--- src/dma_pkg.sv ---
package dma_pkg;

    typedef logic [31:0] addr_t;
    typedef logic [31:0] data_t;
    typedef logic [15:0] xsize_t;
    typedef logic [2:0]  reg_idx_t;

    // register map
    localparam reg_idx_t REG_CMD      = 3'd0;
    localparam reg_idx_t REG_STATUS   = 3'd1;
    localparam reg_idx_t REG_INTREN   = 3'd2;
    localparam reg_idx_t REG_SRCADDR  = 3'd3;
    localparam reg_idx_t REG_DESADDR  = 3'd4;
    localparam reg_idx_t REG_XSIZE    = 3'd5;
    localparam reg_idx_t REG_LINKADDR = 3'd6;

    localparam int CMD_EN_BIT    = 0;
    localparam int STAT_DONE_BIT = 0;
    localparam int STAT_ERR_BIT  = 1; // intren uses the same positions
    localparam int LINK_EN_BIT   = 0;

    localparam addr_t WORD_BYTES = 32'd4;
    localparam int    LINK_WORDS = 4; // src, dst, size, next link
    localparam int    LINK_CNT_W = $clog2(LINK_WORDS);

    localparam logic [1:0] RESP_OKAY = 2'b00;

    typedef struct packed {
        addr_t  src;
        addr_t  dst;
        xsize_t size;
    } desc_t;

    typedef struct packed {
        logic  valid;
        addr_t addr;
    } rd_req_t;

    typedef struct packed {
        logic  valid;
        data_t data;
        logic  err;   // resp was not OKAY
    } rd_rsp_t;

endpackage

--- src/dma_chan_regs.sv ---
`timescale 1ns/10ps

module dma_chan_regs import dma_pkg::*; (
    input  logic     clk,
    input  logic     rst_n_i,
    input  logic     reg_wr_i,
    input  reg_idx_t reg_idx_i,
    input  data_t    reg_wdata_i,
    input  logic     copy_done_i,
    input  logic     copy_err_i,
    input  logic     fetch_done_i,
    input  desc_t    fetch_desc_i,
    input  data_t    fetch_link_i,
    input  logic     fetch_err_i,
    output data_t    reg_rdata_o,
    output logic     irq_o,
    output logic     copy_start_o,
    output desc_t    copy_desc_o,
    output logic     fetch_start_o,
    output addr_t    fetch_addr_o
);

    logic       cmd_en_q;
    logic [1:0] status_q;
    logic [1:0] status_nxt;
    logic [1:0] intren_q;
    addr_t      src_q;
    addr_t      dst_q;
    xsize_t     xsize_q;
    data_t      link_q;
    logic       link_en;
    logic       start_wr;
    logic       chain_end;
    logic       any_err;

    assign link_en   = link_q[LINK_EN_BIT];
    assign start_wr  = reg_wr_i && (reg_idx_i == REG_CMD) && reg_wdata_i[CMD_EN_BIT] && !cmd_en_q;
    assign chain_end = copy_done_i && !link_en; // last descriptor finished
    assign any_err   = copy_err_i || fetch_err_i;

    assign copy_desc_o.src  = src_q;
    assign copy_desc_o.dst  = dst_q;
    assign copy_desc_o.size = xsize_q;
    assign fetch_addr_o     = {link_q[31:2], 2'b00};

    always_comb begin
        status_nxt = status_q;
        if (reg_wr_i && (reg_idx_i == REG_STATUS))
            status_nxt = status_q & ~reg_wdata_i[1:0]; // w1c
        // hardware events win over a clear in the same cycle
        if (chain_end)
            status_nxt[STAT_DONE_BIT] = 1'b1;
        if (any_err)
            status_nxt[STAT_ERR_BIT] = 1'b1;
    end

    always_ff @(posedge clk) begin
        if (!rst_n_i) begin
            cmd_en_q      <= 1'b0;
            status_q      <= '0;
            intren_q      <= '0;
            link_q        <= '0;
            copy_start_o  <= 1'b0;
            fetch_start_o <= 1'b0;
            irq_o         <= 1'b0;
        end else begin
            status_q      <= status_nxt;
            irq_o         <= |(status_q & intren_q);
            copy_start_o  <= start_wr || fetch_done_i;
            fetch_start_o <= copy_done_i && link_en;
            if (start_wr)
                cmd_en_q <= 1'b1;
            else if (chain_end || any_err)
                cmd_en_q <= 1'b0;
            if (reg_wr_i && (reg_idx_i == REG_INTREN))
                intren_q <= reg_wdata_i[1:0];
            if (fetch_done_i)
                link_q <= fetch_link_i;    // next hop from memory
            else if (reg_wr_i && (reg_idx_i == REG_LINKADDR))
                link_q <= reg_wdata_i;
        end
    end

    always_ff @(posedge clk) begin
        if (fetch_done_i) begin
            src_q   <= fetch_desc_i.src;
            dst_q   <= fetch_desc_i.dst;
            xsize_q <= fetch_desc_i.size;
        end else if (reg_wr_i) begin
            case (reg_idx_i)
                REG_SRCADDR: src_q   <= reg_wdata_i;
                REG_DESADDR: dst_q   <= reg_wdata_i;
                REG_XSIZE:   xsize_q <= reg_wdata_i[15:0];
                default: ;
            endcase
        end
    end

    always_comb begin
        reg_rdata_o = '0;
        case (reg_idx_i)
            REG_CMD:      reg_rdata_o[CMD_EN_BIT] = cmd_en_q;
            REG_STATUS:   reg_rdata_o[1:0] = status_q;
            REG_INTREN:   reg_rdata_o[1:0] = intren_q;
            REG_SRCADDR:  reg_rdata_o = src_q;
            REG_DESADDR:  reg_rdata_o = dst_q;
            REG_XSIZE:    reg_rdata_o[15:0] = xsize_q;
            REG_LINKADDR: reg_rdata_o = link_q;
            default: ;
        endcase
    end

    // copy and link fetch never start together
    a_start_excl: assert property (@(posedge clk) disable iff (!rst_n_i)
        !(copy_start_o && fetch_start_o));

endmodule

--- src/dma_link_fetch.sv ---
`timescale 1ns/10ps

module dma_link_fetch import dma_pkg::*; (
    input  logic    clk,
    input  logic    rst_n_i,
    input  logic    fetch_start_i,
    input  addr_t   fetch_addr_i,
    input  logic    rd_ready_i,
    input  rd_rsp_t rd_rsp_i,
    output rd_req_t rd_req_o,
    output logic    fetch_done_o,
    output desc_t   fetch_desc_o,
    output data_t   fetch_link_o,
    output logic    fetch_err_o
);

    typedef enum logic [1:0] {IDLE, REQ, WAIT} state_t;

    state_t                state_q;
    logic [LINK_CNT_W-1:0] cnt_q;
    addr_t                 addr_q;
    logic                  beat_ok;

    assign rd_req_o.valid = (state_q == REQ);
    assign rd_req_o.addr  = addr_q;
    assign beat_ok        = (state_q == WAIT) && rd_rsp_i.valid && !rd_rsp_i.err;

    always_ff @(posedge clk) begin
        if (!rst_n_i) begin
            state_q      <= IDLE;
            cnt_q        <= '0;
            fetch_done_o <= 1'b0;
            fetch_err_o  <= 1'b0;
        end else begin
            fetch_done_o <= 1'b0;
            fetch_err_o  <= 1'b0;
            case (state_q)
                IDLE: if (fetch_start_i) begin
                    cnt_q   <= '0;
                    state_q <= REQ;
                end
                REQ: if (rd_ready_i)
                    state_q <= WAIT;
                WAIT: if (rd_rsp_i.valid) begin
                    if (rd_rsp_i.err) begin
                        fetch_err_o <= 1'b1;   // abandon the descriptor
                        state_q     <= IDLE;
                    end else if (cnt_q == LINK_CNT_W'(LINK_WORDS - 1)) begin
                        fetch_done_o <= 1'b1;
                        state_q      <= IDLE;
                    end else begin
                        cnt_q   <= cnt_q + 1'b1;
                        state_q <= REQ;
                    end
                end
                default: state_q <= IDLE;
            endcase
        end
    end

    always_ff @(posedge clk) begin
        if ((state_q == IDLE) && fetch_start_i)
            addr_q <= fetch_addr_i;
        else if (beat_ok)
            addr_q <= addr_q + WORD_BYTES;
        if (beat_ok) begin
            case (cnt_q)
                LINK_CNT_W'(0): fetch_desc_o.src  <= rd_rsp_i.data;
                LINK_CNT_W'(1): fetch_desc_o.dst  <= rd_rsp_i.data;
                LINK_CNT_W'(2): fetch_desc_o.size <= rd_rsp_i.data[15:0];
                default:        fetch_link_o      <= rd_rsp_i.data;
            endcase
        end
    end

    a_req_stable: assert property (@(posedge clk) disable iff (!rst_n_i)
        rd_req_o.valid && !rd_ready_i |=> rd_req_o.valid && $stable(rd_req_o.addr));

endmodule

--- src/dma_data_mover.sv ---
`timescale 1ns/10ps

module dma_data_mover import dma_pkg::*; (
    input  logic       clk,
    input  logic       rst_n_i,
    input  logic       copy_start_i,
    input  desc_t      copy_desc_i,
    input  logic       rd_ready_i,
    input  rd_rsp_t    rd_rsp_i,
    input  logic       aw_ready_i,
    input  logic       w_ready_i,
    input  logic       b_valid_i,
    input  logic [1:0] b_resp_i,
    output rd_req_t    rd_req_o,
    output logic       aw_valid_o,
    output addr_t      aw_addr_o,
    output logic       w_valid_o,
    output data_t      w_data_o,
    output logic       b_ready_o,
    output logic       copy_done_o,
    output logic       copy_err_o
);

    typedef enum logic [2:0] {IDLE, RD_REQ, RD_WAIT, WR, WR_RESP} state_t;

    state_t state_q;
    addr_t  src_q;
    addr_t  dst_q;
    xsize_t left_q;    // words still to move
    data_t  data_q;
    logic   aw_pend_q;
    logic   w_pend_q;
    logic   start;
    logic   word_ok;

    assign start   = (state_q == IDLE) && copy_start_i;
    assign word_ok = (state_q == WR_RESP) && b_valid_i && (b_resp_i == RESP_OKAY);

    assign rd_req_o.valid = (state_q == RD_REQ);
    assign rd_req_o.addr  = src_q;
    assign aw_valid_o     = aw_pend_q;
    assign aw_addr_o      = dst_q;
    assign w_valid_o      = w_pend_q;
    assign w_data_o       = data_q;
    assign b_ready_o      = (state_q == WR_RESP);

    always_ff @(posedge clk) begin
        if (!rst_n_i) begin
            state_q     <= IDLE;
            aw_pend_q   <= 1'b0;
            w_pend_q    <= 1'b0;
            copy_done_o <= 1'b0;
            copy_err_o  <= 1'b0;
        end else begin
            copy_done_o <= 1'b0;
            copy_err_o  <= 1'b0;
            case (state_q)
                IDLE: if (copy_start_i) begin
                    if (copy_desc_i.size == '0)
                        copy_done_o <= 1'b1;   // empty descriptor
                    else
                        state_q <= RD_REQ;
                end
                RD_REQ: if (rd_ready_i)
                    state_q <= RD_WAIT;
                RD_WAIT: if (rd_rsp_i.valid) begin
                    if (rd_rsp_i.err) begin
                        copy_err_o <= 1'b1;
                        state_q    <= IDLE;
                    end else begin
                        aw_pend_q <= 1'b1;     // aw and w offered together
                        w_pend_q  <= 1'b1;
                        state_q   <= WR;
                    end
                end
                WR: begin
                    if (aw_ready_i)
                        aw_pend_q <= 1'b0;
                    if (w_ready_i)
                        w_pend_q <= 1'b0;
                    if ((aw_ready_i || !aw_pend_q) && (w_ready_i || !w_pend_q))
                        state_q <= WR_RESP;
                end
                WR_RESP: if (b_valid_i) begin
                    if (b_resp_i != RESP_OKAY) begin
                        copy_err_o <= 1'b1;
                        state_q    <= IDLE;
                    end else if (left_q == xsize_t'(1)) begin
                        copy_done_o <= 1'b1;
                        state_q     <= IDLE;
                    end else begin
                        state_q <= RD_REQ;
                    end
                end
                default: state_q <= IDLE;
            endcase
        end
    end

    always_ff @(posedge clk) begin
        if (start) begin
            src_q  <= copy_desc_i.src;
            dst_q  <= copy_desc_i.dst;
            left_q <= copy_desc_i.size;
        end else if (word_ok) begin
            src_q  <= src_q + WORD_BYTES;
            dst_q  <= dst_q + WORD_BYTES;
            left_q <= left_q - 1'b1;
        end
        if ((state_q == RD_WAIT) && rd_rsp_i.valid)
            data_q <= rd_rsp_i.data;
    end

    a_aw_hold: assert property (@(posedge clk) disable iff (!rst_n_i)
        aw_valid_o && !aw_ready_i |=> aw_valid_o);

endmodule

--- src/dma_rd_arbiter.sv ---
`timescale 1ns/10ps

module dma_rd_arbiter import dma_pkg::*; (
    input  logic       clk,
    input  logic       rst_n_i,
    input  rd_req_t    fetch_req_i,
    input  rd_req_t    move_req_i,
    input  logic       ar_ready_i,
    input  logic       r_valid_i,
    input  data_t      r_data_i,
    input  logic [1:0] r_resp_i,
    output logic       fetch_ready_o,
    output logic       move_ready_o,
    output rd_rsp_t    fetch_rsp_o,
    output rd_rsp_t    move_rsp_o,
    output logic       ar_valid_o,
    output addr_t      ar_addr_o,
    output logic       r_ready_o
);

    logic busy_q;       // read outstanding
    logic gnt_fetch_q;  // owner of the outstanding read
    logic sel_fetch;
    logic r_err;

    assign sel_fetch = fetch_req_i.valid; // fetch wins
    assign ar_valid_o = !busy_q && (fetch_req_i.valid || move_req_i.valid);
    assign ar_addr_o  = sel_fetch ? fetch_req_i.addr : move_req_i.addr;
    assign fetch_ready_o = !busy_q && ar_ready_i && sel_fetch;
    assign move_ready_o  = !busy_q && ar_ready_i && !sel_fetch;
    assign r_ready_o = busy_q;
    assign r_err     = (r_resp_i != RESP_OKAY);

    assign fetch_rsp_o.valid = r_valid_i && busy_q && gnt_fetch_q;
    assign fetch_rsp_o.data  = r_data_i;
    assign fetch_rsp_o.err   = r_err;
    assign move_rsp_o.valid  = r_valid_i && busy_q && !gnt_fetch_q;
    assign move_rsp_o.data   = r_data_i;
    assign move_rsp_o.err    = r_err;

    always_ff @(posedge clk) begin
        if (!rst_n_i) begin
            busy_q      <= 1'b0;
            gnt_fetch_q <= 1'b0;
        end else if (ar_valid_o && ar_ready_i) begin
            busy_q      <= 1'b1;
            gnt_fetch_q <= sel_fetch;
        end else if (r_valid_i && r_ready_o) begin
            busy_q <= 1'b0;
        end
    end

    a_one_outstanding: assert property (@(posedge clk) disable iff (!rst_n_i)
        ar_valid_o && ar_ready_i |=> !ar_valid_o);

endmodule

--- src/dma_channel.sv ---
`timescale 1ns/10ps

module dma_channel import dma_pkg::*; (
    input  logic       clk,
    input  logic       rst_n_i,
    input  logic       reg_wr_i,
    input  reg_idx_t   reg_idx_i,
    input  data_t      reg_wdata_i,
    input  logic       ar_ready_i,
    input  logic       r_valid_i,
    input  data_t      r_data_i,
    input  logic [1:0] r_resp_i,
    input  logic       aw_ready_i,
    input  logic       w_ready_i,
    input  logic       b_valid_i,
    input  logic [1:0] b_resp_i,
    output data_t      reg_rdata_o,
    output logic       irq_o,
    output logic       ar_valid_o,
    output addr_t      ar_addr_o,
    output logic       r_ready_o,
    output logic       aw_valid_o,
    output addr_t      aw_addr_o,
    output logic       w_valid_o,
    output data_t      w_data_o,
    output logic       b_ready_o
);

    logic    copy_start;
    desc_t   copy_desc;
    logic    copy_done;
    logic    copy_err;
    logic    fetch_start;
    addr_t   fetch_addr;
    logic    fetch_done;
    desc_t   fetch_desc;
    data_t   fetch_link;
    logic    fetch_err;
    rd_req_t fetch_req;
    rd_req_t move_req;
    logic    fetch_ready;
    logic    move_ready;
    rd_rsp_t fetch_rsp;
    rd_rsp_t move_rsp;

    dma_chan_regs u_regs (
        .clk(clk), .rst_n_i(rst_n_i),
        .reg_wr_i(reg_wr_i), .reg_idx_i(reg_idx_i), .reg_wdata_i(reg_wdata_i),
        .copy_done_i(copy_done), .copy_err_i(copy_err),
        .fetch_done_i(fetch_done), .fetch_desc_i(fetch_desc),
        .fetch_link_i(fetch_link), .fetch_err_i(fetch_err),
        .reg_rdata_o(reg_rdata_o), .irq_o(irq_o),
        .copy_start_o(copy_start), .copy_desc_o(copy_desc),
        .fetch_start_o(fetch_start), .fetch_addr_o(fetch_addr)
    );

    dma_link_fetch u_fetch (
        .clk(clk), .rst_n_i(rst_n_i),
        .fetch_start_i(fetch_start), .fetch_addr_i(fetch_addr),
        .rd_ready_i(fetch_ready), .rd_rsp_i(fetch_rsp), .rd_req_o(fetch_req),
        .fetch_done_o(fetch_done), .fetch_desc_o(fetch_desc),
        .fetch_link_o(fetch_link), .fetch_err_o(fetch_err)
    );

    dma_data_mover u_mover (
        .clk(clk), .rst_n_i(rst_n_i),
        .copy_start_i(copy_start), .copy_desc_i(copy_desc),
        .rd_ready_i(move_ready), .rd_rsp_i(move_rsp),
        .aw_ready_i(aw_ready_i), .w_ready_i(w_ready_i),
        .b_valid_i(b_valid_i), .b_resp_i(b_resp_i),
        .rd_req_o(move_req), .aw_valid_o(aw_valid_o), .aw_addr_o(aw_addr_o),
        .w_valid_o(w_valid_o), .w_data_o(w_data_o), .b_ready_o(b_ready_o),
        .copy_done_o(copy_done), .copy_err_o(copy_err)
    );

    dma_rd_arbiter u_rd_arb (
        .clk(clk), .rst_n_i(rst_n_i),
        .fetch_req_i(fetch_req), .move_req_i(move_req),
        .ar_ready_i(ar_ready_i), .r_valid_i(r_valid_i),
        .r_data_i(r_data_i), .r_resp_i(r_resp_i),
        .fetch_ready_o(fetch_ready), .move_ready_o(move_ready),
        .fetch_rsp_o(fetch_rsp), .move_rsp_o(move_rsp),
        .ar_valid_o(ar_valid_o), .ar_addr_o(ar_addr_o), .r_ready_o(r_ready_o)
    );

endmodule

--- config.mk ---
export PLATFORM = sky130hd
export DESIGN_NAME = dma_channel
export DESIGN_NICKNAME = d
export VERILOG_FILES = /design/src/dma_pkg.sv /design/src/dma_chan_regs.sv /design/src/dma_link_fetch.sv /design/src/dma_data_mover.sv /design/src/dma_rd_arbiter.sv /design/src/dma_channel.sv
export SDC_FILE = /design/constraint.sdc
export NUM_CORES = 1
export LEC_CHECK = 0
export ABC_AREA = 0
export BUFFER_PORTS_ARGS = -buffer_cell sky130_fd_sc_hd__buf_2
export CORE_ASPECT_RATIO = 0.7
export CORE_MARGIN = 2
export CORE_UTILIZATION = 45
export CTS_CLUSTER_SIZE = 14
export DETAILED_ROUTE_END_ITERATION = 16
export GPL_TIMING_DRIVEN = 0
export PLACE_DENSITY_LB_ADDON = 0.08
export SYNTH_ARGS = -nofsm -noshare
export SYNTH_HDL_FRONTEND = slang
export SYNTH_HIERARCHICAL = 1
export SYNTH_SLANG_ARGS = --single-unit
--- constraint.sdc ---
create_clock -name clk -period 7.19 [get_ports clk]
set_input_delay 1.438 -clock clk [delete_from_list [all_inputs] [get_ports clk]]
set_output_delay 1.438 -clock clk [all_outputs]
set_load 0.02 [all_outputs]
### After elaboration in Yosys (flattened, before gate mapping)

Index checks and enable logic that the tools add are counted.

| word-level totals | value |
|---|---|
| word-level logic and storage cells | 219 |
| register bits | 391 |
| bits of input ports | 79 |

| cells by class | value |
|---|---|
| bitwise gates (word level) | 7 |
| equal/unequal tests | 30 |
| muxes and demuxes | 70 |
| reduce and logical (&&, ||, !) cells | 75 |
| add/sub/neg operators | 5 |

Operators by type and width:

| cell | number |
|---|---|
| 2-to-1 mux 32 bit | 15 |
| adder 32 x 3 -> 32 bit (second input constant) | 3 |
| 2-to-1 mux 16 bit | 5 |
| case mux 14 bit (4 select lines) | 1 |
| case mux 16 bit (3 select lines) | 1 |
| nonzero test 2 bit | 15 |
| logical AND 1 bit | 24 |
| 2-to-1 mux 1 bit | 22 |
| inequality test 2 bit (second input constant) | 11 |
| 2-to-1 mux 3 bit | 7 |
| 2-to-1 mux 2 bit | 10 |
| == test 16 x 1 -> 1 bit (second input constant) | 1 |
| zero test 16 bit | 1 |
| subtractor 16 x 1 -> 16 bit (second input constant) | 1 |
| case mux 3 bit (5 select lines) | 1 |
| AND reduction 2 bit | 7 |
| == test 3 x 2 -> 1 bit (second input constant) | 4 |
| == test 3 bit (second input constant) | 4 |
| zero test 1 bit | 8 |
| case mux 1 bit (2 select lines) | 4 |
| AND reduction 4 bit | 2 |
| case mux 1 bit (7 select lines) | 1 |
| == test 2 bit (second input constant) | 3 |
| == test 3 x 1 -> 1 bit (second input constant) | 2 |
| other kinds (18) | 34 |

### Longest topological paths before layout

Gate-level depths: netlist of run 1.

| depth | value |
|---|---|
| depth after elaboration | 6 |
| depth in mapped cells | 9 |

### Hierarchy

The synthesis of run 1 kept the hierarchy.

By module, submodules not included:

| module | cells each | instances | area each (um2) |
|---|---|---|---|
| dma_chan_regs | 608 | 1 | 6,077.1 |
| dma_data_mover | 557 | 1 | 5,988.2 |
| dma_link_fetch | 361 | 1 | 5,709.2 |
| dma_rd_arbiter | 119 | 1 | 1,156.1 |

### Least setup slack after synthesis of run 1

OpenSTA, ideal clock, no wires.

| timing | value |
|---|---|
| path kind | input to register |
| start | input port r_resp_i[1] |
| end | register u_fetch.addr_q[10], enable pin |
| setup time | 459 ps |
| arrival time | 4,038 ps |
| setup slack | 2,694 ps |
| stages | 3 |
| path buffers | 1 |
| path through | or2_2 buf_4 o21ai_0 |

RTL lines:

| what | RTL line | text |
|---|---|---|
| from (decl) | dma_channel.sv:12 | `input logic [1:0] r_resp_i,` |
| to (signal assigned) | dma_link_fetch.sv:63 | `addr_q <= fetch_addr_i;` |
| to (signal assigned) | dma_link_fetch.sv:65 | `addr_q <= addr_q + WORD_BYTES;` |
| to (decl) | dma_link_fetch.sv:21 | `addr_t addr_q;` |

### Worst setup path after layout of run 1

| timing | value |
|---|---|
| start | input port reg_idx_i[2] |
| end | output port reg_rdata_o[23] |

| between the ends | value |
|---|---|
| word-level cells in the longest chain between the ends | 2 |
| elaborated cells on any way between the ends | 4 |
| those cells by class | 3 x eq/ne; 1 x mux |

Ends and longest elaborated chain:

| what | RTL line | text |
|---|---|---|
| from (decl) | dma_channel.sv:7 | `input reg_idx_t reg_idx_i,` |
| == test 3 bit or == test 3 x 2 -> 1 bit (tied branches) | dma_chan_regs.sv:101 | `case (reg_idx_i)` |
| case mux 16 bit (3 select lines) * | dma_chan_regs.sv:101 |  |
| to (decl) | dma_channel.sv:17 | `output data_t reg_rdata_o,` |

Mark *: on every way between the ends. The rest lies on a longest branch, timed or not.

==> results of run 1 <==
-- metrics by stage --
| stage | util [%] | area, µm² | worst slack (ps) | hold WS, ps | instances |
|---|---|---|---|---|---|
| floorplan | - | 18900 | 2690 | 438 | 1646 |
| global placement | 49.7 | 20500 | 1220 | 449 | 2370 |
| detailed placement | 50.0 | 20700 | 2540 | 460 | 2375 |
| CTS | 53.4 | 22000 | 2540 | 469 | 2451 |
| global route | 53.4 | 22000 | 2410 | 508 | 2451 |
| finish | 53.4 | 22000 | 2560 | 469 | 2451 |
-- kinds of logic after synthesis --
kind of cell	after synthesis	share of synthesized area [%]
other cells	1	0.0198
buf+inv	201	6.43
flops	391	59.1
compound gates	227	8.94
simple gates	661	16.4
xor+xnor	81	3.75
fa+ha+maj	10	0.661
mux	73	4.68
-- worst max-delay path by stage --
| stage | end | from | depth (start not counted) |
|---|---|---|---|
| after global routing | reg_rdata_o[21] | reg_idx_i[2] | 6 |
| after global placement | u_fetch/addr_q[6]$_DFFE_PP_ | r_valid_i | 4 |
| final | reg_rdata_o[23] | reg_idx_i[2] | 6 |
| after CTS | reg_rdata_o[21] | reg_idx_i[2] | 6 |
| after floorplan | u_fetch/addr_q[10]$_DFFE_PP_ | r_resp_i[1] | 3 |
| after detailed placement | reg_rdata_o[21] | reg_idx_i[2] | 6 |
-- per-layer routing --
metal	wire, µm	vias to the layer above	GRT usage [%]
li1	-	6369	-
met5	13	-	0
met1	26800	6430	39.4
met4	1350	2	6.83
met3	5830	79	6.70
met2	23200	656	35.7
-- final cells by class --
class | instances | area [µm²]
flip-flops and latches | 391 | 11200
repair buffers | 185 | 1020
plain buffers | 183 | 1150
clock buffers | 59 | 1160
multi-input cells | 1054 | 6550
fillers | 3697 | 19200
clock inverters | 17 | 216
inverters | 18 | 67.6
well taps | 544 | 681
-- flip-flops by register name, indices dropped and copies added (netlist names), 2 cells and up --
register	count
u_fetch/cnt_q	2
u_mover/w_data_o	32
u_mover/state_q	3
u_fetch/fetch_desc_o	80
u_mover/aw_addr_o	32
u_regs/intren_q	2
u_fetch/state_q	2
u_mover/src_q	32
u_fetch/fetch_link_o	32
u_regs/src_q	32
u_regs/link_q	32
u_fetch/addr_q	32
u_regs/status_q	2
u_regs/xsize_q	16
u_mover/left_q	16
u_regs/dst_q	32
-- power breakdown --
group,total (mW),internal [mW],switching [mW]
logic,0.223,0.0912,0.132
clock network,2.17,1.25,0.919
registers,2.51,2.48,0.0366
-- worst min-delay path, cell delays in order, from the launching register on --
cell and delay [ps]:
dfxtp_1 320, nand2_1 50, o2bb2ai_1 50
-- layout by cell type, fill, tap and decap left out, types with 8 or more instances in the layout --
master     instances
buf_1             12
and3_1            22
xnor2_1           36
o21ai_0           86
nor3_1            46
a22oi_1           15
ha_1              10
xor2_1            45
buf_2            187
mux2i_1           36
a21oi_1           13
dfxtp_1           55
or4_1              8
o2bb2ai_1         18
a31oi_1           15
nor4_1            13
o22ai_1           15
nand3_1           55
buf_4             98
clkbuf_16         41
mux2_2             8
and2_1            14
edfxtp_1         336
inv_1             17
a311oi_2          30
nand2_1          348
clkbuf_1          69
nor2b_1           12
nand4_1           30
nor2_1            62
mux2_4            29
==> key figures, run 1 <==
Detailed routing
  • Total vias in the final route: roughly 14,000
  • Avg WL per Cell: 23.3 µm
  • Post-DR vias/cell: 5.52
  • Final Routed Wirelength: about 57 mm
  • Remaining number of nets flagged by the antenna check after routing: 0
  • Number of iterations in the first detailed-routing pass: 7
  • DRT iter0 DRCs: 1,421
  • DRC Markers: 0

Global route
  • Largest net degree at the start of global routing: 68
  • Gr ovfl total: 0
  • GR Util All Layers: 25.7%
  • First-pass GRT wire length: 83.0 mm
  • Initial antenna violation count: 1
  • Via count of the first global-routing pass: 12,900

Critical path
  • Delay-heaviest family, CP: buffers and inverters
  • Data required, critical path: between 5000 and 6000 ps
  • Largest driver fanout on the critical path: 10
  • Worst Setup Path Type: input pin to output pin
  • Path depth of the worst reg2reg path: 8
  • Cells along the critical path: buf_2, buf_2, nor3_1, buf_2, o2bb2ai_1, buf_2
  • Endpoint of the worst register-to-register path: u_mover/src_q[2]$_DFFE_PP_
  • Worst stage delay on the critical path: 650 ps
  • Startpoint class of the critical path: input pin
  • Launching point of the worst reg2reg path: u_mover/state_q[1]$_SDFFE_PN0P_
  • Standard cell with the maximum stage delay on the critical path: nor3_1
  • Reg2reg setup slack: 4360 ps
  • CP Capture Type: output pin
  • Buffer and inverter count on the worst path: 4
  • Top cell by count, worst path: buf_2
  • Signal arrival time at the worst endpoint: between 3000 and 4000 ps

Timing
  • Number of max-slew violations in the final report: 0
  • Final hold vios: 0
  • Slew margin rel.: between 10% and 20%
  • Final worst path period share: 64.4%
  • Highest achievable clock rate: 216 MHz
  • Tightest Pin Transition: 1270 ps
  • Final min period: 4630 ps
  • Clock skew: 40.9 ps
  • Finish-stage setup viols: 0
  • Fin Setup TNS: 0 ps
  • Unrepaired setup endpoints after global routing: false

Clock network
  • Hold_buf cts: 0
  • CTS root buf: clkbuf_16
  • Setup bufs post-CTS: 0
  • Number of sinks on the clock net: 391
  • Clock latency at the later pin of the worst-skew pair: 580 ps
  • H-tree depth reported by CTS: 2
  • CTS tree: built
  • TritonCTS Buffers: slightly above 40
  • Clock slew seen by the registers of the worst setup and hold paths: 60 ps
  • Number of cells upsized or downsized after cts: 0
  • Maximum buffer depth of the clock tree: 3

Synthesis
  • Post-Syn Area per Cell: 11.5 µm²
  • Post-synthesis cell area: 0.0189 mm²
  • Number of enable-type register cells in the synthesized netlist: 336
  • Yosys reg bits: slightly below 400
  • Area share of the largest cell type after synthesis: 53.3%
  • Sequential cell area fraction in the yosys report: 59.1%
  • Fraction of registers with async set/reset: 0%
  • Top cells by count, synth: nand2_1 (349), edfxtp_1 (336), buf_4 (98), o21ai_0 (87), nor2_1 (62)
  • Most area-hungry cell type in the Yosys netlist: edfxtp_1
  • Cell with the most instances after synthesis: nand2_1
  • Post-synthesis instance total: approximately 1,600
  • Count of cell types in the netlist: 73
  • Largest cells by area after synthesis: edfxtp_1 (53%), nand2_1 (6.9%), dfxtp_1 (5.8%)
  • Predominant post-synthesis flop cell: edfxtp_1
  • Synthesis warning total: 6

Hold path
  • Hold Crit Start: u_rd_arb/gnt_fetch_q$_SDFFE_PN0P_
  • Worst hold stages: 2
  • Hold WC Path Type: flop to flop
  • Worst min-delay path endpoint: u_rd_arb/gnt_fetch_q$_SDFFE_PN0P_

Floorplanning
  • Core outline area: 0.0413 mm²
  • Number of cell rows: 62
  • Area of the die: 0.0438 mm²
  • Die X-Extent: 249 µm
  • Starting utilization of the core area: 45.9%
  • I/O pin cnt: roughly 210
  • Height of the chip: 176 µm

Place
  • Number of port buffers: 180
  • Last weighted congestion value of the routability-driven placer: 0.938
  • DPL Wire Length: between 40 and 50 mm

Power and ir drop
  • Sum of internal, switching and leakage power: 4.90 mW
  • PD cells: 223 mW/mm²
  • Maximum vdd drop: 0.000200 V
  • Leakage: 7.84 nW

Cells and area
  • Share of cells above drive strength 1: 23.6%
  • Post-synthesis to final-layout area growth: 16.4%
  • Number of antenna repair diodes: 0
  • Number of nets in the finished design: ~2,000

Outcome
  • Outcome: finished, final reports clean

Run
  • Count of maximum capacitance violations: 0
Power figures use the tool's default switching activity.
==> run 2: changes to the inputs <==
--- a/config.mk
+++ b/config.mk
@@ -5,7 +5,7 @@
 export SDC_FILE = /design/constraint.sdc
 export NUM_CORES = 1
 export LEC_CHECK = 0
-export ABC_AREA = 0
+export ABC_AREA = 1
 export BUFFER_PORTS_ARGS = -buffer_cell sky130_fd_sc_hd__buf_2
 export CORE_ASPECT_RATIO = 0.7
 export CORE_MARGIN = 2
==> constraint.sdc (replaced) <==
create_clock -name clk -period 4.4 [get_ports clk]
set_input_delay 0.88 -clock clk [delete_from_list [all_inputs] [get_ports clk]]
set_output_delay 0.88 -clock clk [all_outputs]
set_load 0.02 [all_outputs]
==> key figures, run 2 <==
Synthesis
  • Post-synthesis cell area: about 0.020 mm²
  • Mux share of post-synthesis cell area: 0%
  • Simple-gate share of the synthesized area: 28.6%
  • Synthesis warning total: 6
  • Main combinational cell family by area after synthesis: simple AND/OR/NAND/NOR gates
  • Top cells by count, synth: nand2_1 (926), edfxtp_1 (336), nor2_1 (229), inv_1 (145), buf_4 (112)
  • Post-Syn Area per Cell: 8.80 µm²
  • Predominant post-synthesis flop cell: edfxtp_1
  • Area share of the largest cell type after synthesis: between 50% and 60%
  • Largest cells by area after synthesis: edfxtp_1 (51%), nand2_1 (18%), dfxtp_1 (5.5%)
  • Number of enable-type register cells in the synthesized netlist: 336
  • Count of cell types in the netlist: ~50
  • Cell with the most instances after synthesis: nand2_1
  • Share of the synthesized netlist area taken by xor and xnor gates: ~1.6%
  • Compound-cell area share of the yosys netlist: between 3 and 4%
  • Post-synthesis instance total: 2,255
  • Adder and majority cell fraction of the synthesized area: 0.630%
  • Yosys reg bits: 391
  • Fraction of registers with async set/reset: 0%
  • Sequential cell area fraction in the yosys report: 56.4%
  • Most area-hungry cell type in the Yosys netlist: edfxtp_1

Critical path
  • Startpoint of the most critical setup path: reg_idx_i[0]
  • Reg2reg setup slack: approximately 1600 ps
  • Worst Setup Path Type: input pin to output pin
  • Path depth of the worst reg2reg path: 7
  • Launching point of the worst reg2reg path: u_mover/state_q[1]$_SDFFE_PN0P_
  • Endpoint of the worst register-to-register path: u_mover/aw_addr_o[17]$_DFFE_PP_
  • Data required, critical path: 3520 ps
  • Startpoint class of the critical path: input pin
  • CP Capture Type: output pin
  • Signal arrival time at the worst endpoint: 2270 ps
  • Largest driver fanout on the critical path: 10

Power and ir drop
  • PD cells: 351 mW/mm²
  • Leakage: ~9.7 nW
  • Sequential power share: around half
  • Clock share of power: 42.0%
  • Total net switching power: 1.91 mW
  • Maximum vdd drop: 0.000312 V
  • Proportion of power drawn by combinational gates: about 7.5%
  • Switching share of total power: 23.6%
  • Cell-internal power: 6.19 mW

Timing
  • Final hold vios: 0
  • Post-layout worst setup margin: 1250 ps
  • Clock skew: 14.4 ps
  • Final worst path period share: 71.7%
  • Number of max-slew violations in the final report: 0
  • Fin Setup TNS: 0 ps
  • Unrepaired setup endpoints after global routing: false
  • Highest achievable clock rate: ~320 MHz
  • Finish-stage setup viols: 0
  • Slew margin rel.: 28.7%
  • Tightest Pin Transition: approximately 1100 ps
  • Final min period: 3150 ps

Place
  • DPL Wire Length: between 50 and 60 mm
  • Number of port buffers: 178
  • Cells after DPL: approximately 3,000
  • Worst Setup Slack post-DPL: 1150 ps
  • Last weighted congestion value of the routability-driven placer: 0.994
  • Placed Instance Area: 0.0218 mm²

Clock network
  • CTS root buf: clkbuf_16
  • TritonCTS Buffers: 41
  • H-tree depth reported by CTS: 2
  • Number of sinks on the clock net: 391
  • Setup bufs post-CTS: 0
  • CTS tree: built
  • Clock latency at the later pin of the worst-skew pair: about 560 ps
  • Clock slew seen by the registers of the worst setup and hold paths: 60 ps
  • Hold_buf cts: 0
  • Maximum buffer depth of the clock tree: 3
  • Number of cells upsized or downsized after cts: 0

Cells and area
  • Post-synthesis to final-layout area growth: 16.3%
  • Largest reg by FF count: u_fetch/fetch_desc_o
  • Flip-flop count of the largest register, all copies and words added: 80
  • Number of nets in the finished design: 2,576
  • Post-route non-filler standard cell count: ~3,100
  • Share of cells above drive strength 1: 19.1%
  • Commonest non-fill, non-tap cell in the layout: nand2_1
  • Post-route design area: around 0.023 mm²
  • Most used cells in the layout excluding fill and tap cells: nand2_1 (925), edfxtp_1 (336), nor2_1 (224)
  • Final core utilization: 52.9%

Global route
  • First-pass GRT wire length: between 90 and 100 mm
  • GR Util All Layers: between 20% and 30%
  • Gr ovfl total: 0
  • Initial antenna violation count: 2
  • Largest net degree at the start of global routing: 55
  • Via count of the first global-routing pass: about 15,000

Hold path
  • Hold WC Path Type: flop to flop
  • Worst min-delay path endpoint: u_regs/fetch_start_o$_SDFF_PN0_
  • Worst hold stages: 2
  • Hold Crit Start: u_regs/link_q[0]$_SDFFE_PN0P_

Detailed routing
  • DRC Markers: 0
  • Final Routed Wirelength: 65.2 mm
  • Total vias in the final route: 16,200
  • Avg WL per Cell: 20.9 µm
  • Remaining number of nets flagged by the antenna check after routing: 0
  • Post-DR vias/cell: 5.18
  • Number of iterations in the first detailed-routing pass: 5
  • DRT iter0 DRCs: slightly below 2,000

Floorplanning
  • Height of the chip: 180 µm
  • I/O pin cnt: approximately 210
  • Starting utilization of the core area: 45.5%
  • Core outline area: 0.0436 mm²
  • Area of the die: 0.0458 mm²
  • Die X-Extent: 255 µm
  • Number of cell rows: 64

Run
  • Count of maximum capacitance violations: 0

Outcome
  • Outcome: finished, final reports clean
## run 2: routing by layer
layer	up-vias	routed length [µm]	GRT usage [%]
met4	0	1700	7.09
met3	87	6660	6.21
met1	7582	30300	44.2
li1	7691	-	-
met2	791	26600	39.9
met5	-	0	0
## run 2: cell families (layout without fill, tap and decap cells)
logic type	after synthesis	after routing
AO/OA/AOI/OAI	127	127
XOR/XNOR	36	36
adder cells (fa/ha/maj)	10	10
buffers and inverters	321	585
flip-flops	391	391
other	1	4
AND/OR/NAND/NOR	1369	1369
## run 2: power by group through the flow
stage / Combinational (mW) / Clock, mW / Sequential [mW]
final: 0.609 / 3.41 / 4.09
after global routing: 0.665 / 3.61 / 4.09
after CTS: 0.603 / 3.48 / 4.09
after detailed placement: 0.601 / 0 / 4.17
after global placement: 0.581 / 0 / 4.17
after floorplan: 0.383 / 0 / 4.17
## run 2: final cells by class
class	count	area, µm²
inverters	156	598
flip-flops and latches	391	11200
repair buffers	188	1130
plain buffers	165	1170
fillers	4105	20600
clock inverters	14	141
clock buffers	62	1150
diodes	2	5.00
multi-input cells	1544	6960
well taps	594	743
## run 2: stage by stage
step | hold WS, ps | total power, mW
finish | 450 | 8.10
global route | 468 | 8.36
global placement | 448 | 4.75
floorplan | 410 | 4.55
detailed placement | 445 | 4.77
CTS | 449 | 8.17
## run 2: how the worst max path moves through the flow
stage,to,slack [ps],depth (start not counted)
3_3_place_gp,u_regs/dst_q[27]$_DFFE_PP_,-2030,4
4_1_cts,reg_rdata_o[21],1260,6
5_1_grt,reg_rdata_o[31],1160,8
3_5_place_dp,u_fetch/addr_q[4]$_DFFE_PP_,1150,7
6_report,reg_rdata_o[12],1250,8
2_1_floorplan,u_regs/dst_q[0]$_DFFE_PP_,370,4
## run 2: worst max-delay path, cell delays in order
cell and delay (ps):
buf_2 140, inv_2 130, nand3_2 250, inv_2 190
buf_2 250, nand2_1 80, nand4_1 150, buf_2 190
==> run 3: changes to the inputs <==
--- a/config.mk
+++ b/config.mk
@@ -5,7 +5,7 @@
 export SDC_FILE = /design/constraint.sdc
 export NUM_CORES = 1
 export LEC_CHECK = 0
-export ABC_AREA = 1
+export ABC_AREA = 0
 export BUFFER_PORTS_ARGS = -buffer_cell sky130_fd_sc_hd__buf_2
 export CORE_ASPECT_RATIO = 0.7
 export CORE_MARGIN = 2
==> constraint.sdc (replaced) <==
create_clock -name clk -period 2.7 [get_ports clk]
set_input_delay 0.54 -clock clk [delete_from_list [all_inputs] [get_ports clk]]
set_output_delay 0.54 -clock clk [all_outputs]
set_load 0.02 [all_outputs]
==> key figures, run 3 (same netlist as run 1, synthesis figures left out) <==
Place
  • Last weighted congestion value of the routability-driven placer: 0.935
  • DPL Wire Length: 44.9 mm
  • Worst Setup Slack post-DPL: -255 ps
  • Number of port buffers: 180

Critical path
  • Cells along the critical path: buf_2, inv_1, buf_1, a221oi_1, a221oi_1, buf_2
  • Largest driver fanout on the critical path: 10
  • Startpoint class of the critical path: input pin
  • Worst stage delay on the critical path: 550 ps
  • Worst Setup Path Type: input pin to output pin
  • Signal arrival time at the worst endpoint: 2210 ps
  • Data required, critical path: around 2200 ps
  • CP Capture Type: output pin
  • Standard cell with the maximum stage delay on the critical path: a221oi_1

Timing
  • Slew margin rel.: 39.6%
  • Tightest Pin Transition: 905 ps
  • Final worst path period share: 102%
  • Clock skew: 47.6 ps
  • Finish-stage setup viols: 1
  • Fin Setup TNS: -49.6 ps
  • Highest achievable clock rate: 364 MHz
  • Number of max-slew violations in the final report: 0
  • Final hold vios: 0
  • Fin Hold WS: around 130 ps
  • Final min period: between 2000 and 3000 ps
  • Unrepaired setup endpoints after global routing: true
  • Post-layout worst setup margin: -49.6 ps

Floorplanning
  • Area of the die: 0.0438 mm²
  • Height of the chip: approximately 180 µm
  • I/O pin cnt: roughly 210
  • Number of cell rows: 62
  • Starting utilization of the core area: 45.9%
  • Die X-Extent: 249 µm
  • Core outline area: 0.0413 mm²

Detailed routing
  • DRC Markers: 0
  • DRT iter0 DRCs: ~1,400
  • Total vias in the final route: around 14,000
  • Post-DR vias/cell: 5.60
  • Avg WL per Cell: 23.9 µm
  • Remaining number of nets flagged by the antenna check after routing: 0
  • Final Routed Wirelength: 58.6 mm
  • Number of iterations in the first detailed-routing pass: 7

Power and ir drop
  • Maximum vdd drop: between 0.0003 and 0.0004 V
  • Clock share of power: 43.5%
  • Cell-internal power: roughly 10 mW
  • Sequential power share: approximately 52%
  • Leakage: 7.87 nW
  • Total net switching power: 2.88 mW
  • Switching share of total power: approximately 22%
  • Sum of internal, switching and leakage power: 12.9 mW
  • PD cells: between 500 and 600 mW/mm²
  • Proportion of power drawn by combinational gates: 4.7%

Cells and area
  • Final core utilization: 53.5%
  • Flip-flop count of the largest register, all copies and words added: 80
  • Commonest non-fill, non-tap cell in the layout: nand2_1
  • FF+latch area: 0.0112 mm²
  • Largest reg by FF count: u_fetch/fetch_desc_o
  • Most used cells in the layout excluding fill and tap cells: nand2_1 (348), edfxtp_1 (336), buf_2 (188)
  • Post-synthesis to final-layout area growth: 16.6%
  • Share of cells above drive strength 1: 24.5%
  • Number of antenna repair diodes: 0
  • Number of nets in the finished design: 1,965
  • Multi-input logic area: about 0.0066 mm²
  • Total of fill cells in the finished design: about 3,600

Clock network
  • CTS tree: built
  • Hold_buf cts: 0
  • H-tree depth reported by CTS: 2
  • Clock slew seen by the registers of the worst setup and hold paths: 60 ps
  • TritonCTS Buffers: 40
  • Maximum buffer depth of the clock tree: 3
  • Clock latency at the later pin of the worst-skew pair: 580 ps
  • Number of sinks on the clock net: 391
  • CTS root buf: clkbuf_16

Hold path
  • Hold WC Path Type: input pin to flop

Global route
  • Initial antenna violation count: 0
  • Gr ovfl total: 0
  • Via count of the first global-routing pass: 12,900
  • Largest net degree at the start of global routing: 49
  • First-pass GRT wire length: 84.8 mm
  • GR Util All Layers: 26.3%

Run
  • Count of maximum capacitance violations: 0

Outcome
  • Violated checks: negative setup slack
  • Outcome: complete, but fails checks
run 3: metrics by stage:
stage	cell area, µm²	std cells
6_report	22100	2449
5_1_grt	22100	2449
4_1_cts	22000	2446
3_5_place_dp	20700	2375
3_3_place_gp	20500	2370
2_1_floorplan	18900	1646
run 3: power by group through the flow:
stage	Combinational, mW	Sequential [mW]	Clock, mW
3_3_place_gp	0.583	6.82	0
6_report	0.603	6.70	5.63
2_1_floorplan	0.390	6.76	0
4_1_cts	0.597	6.69	5.72
5_1_grt	0.646	6.69	5.97
3_5_place_dp	0.592	6.82	0
run 3: final timing paths:
check	slack (ps)	endpoint	cells past startpoint	start
min	130	u_mover/w_data_o[1]$_DFFE_PP_	1	r_data_i[1]
min reg2reg	470	u_rd_arb/gnt_fetch_q$_SDFFE_PN0P_	2	u_rd_arb/gnt_fetch_q$_SDFFE_PN0P_
max reg2reg	180	u_regs/dst_q[6]$_DFFE_PP_	3	u_fetch/fetch_done_o$_SDFF_PP0_
max	-50	reg_rdata_o[0]	6	reg_idx_i[0]
run 3: worst max-delay path: cells and delay by family:
kind                   cells  cell delay (ps)
AO/OA/AOI/OAI              2              670
buffers and inverters      4              980
run 3: cell type report:
class | instances | share of cell area, %
clock inverter | 20 | 1.17
sequential | 391 | 50.7
buffer | 183 | 5.26
tap | 544 | 3.08
inverter | 18 | 0.323
multi-input combinational | 1054 | 29.9
clock buffer | 51 | 4.81
timing repair buffer | 188 | 4.71
run 3: per-layer routing:
layer  routed length [µm]  GRT usage, %  vias up
met4                 1130          6.35        0
met2                23900          36.9      615
met3                 5340          5.07       62
met5                    0             0        -
met1                28200          41.6     6675
li1                     -             -     6365
run 3: repair_timing:
item	in CTS	in global routing
setup buffers	0	3
endpoints found under the setup margin	130	118
pin swaps	0	1
resized for setup	8	14
hold endpoints to repair	0	0
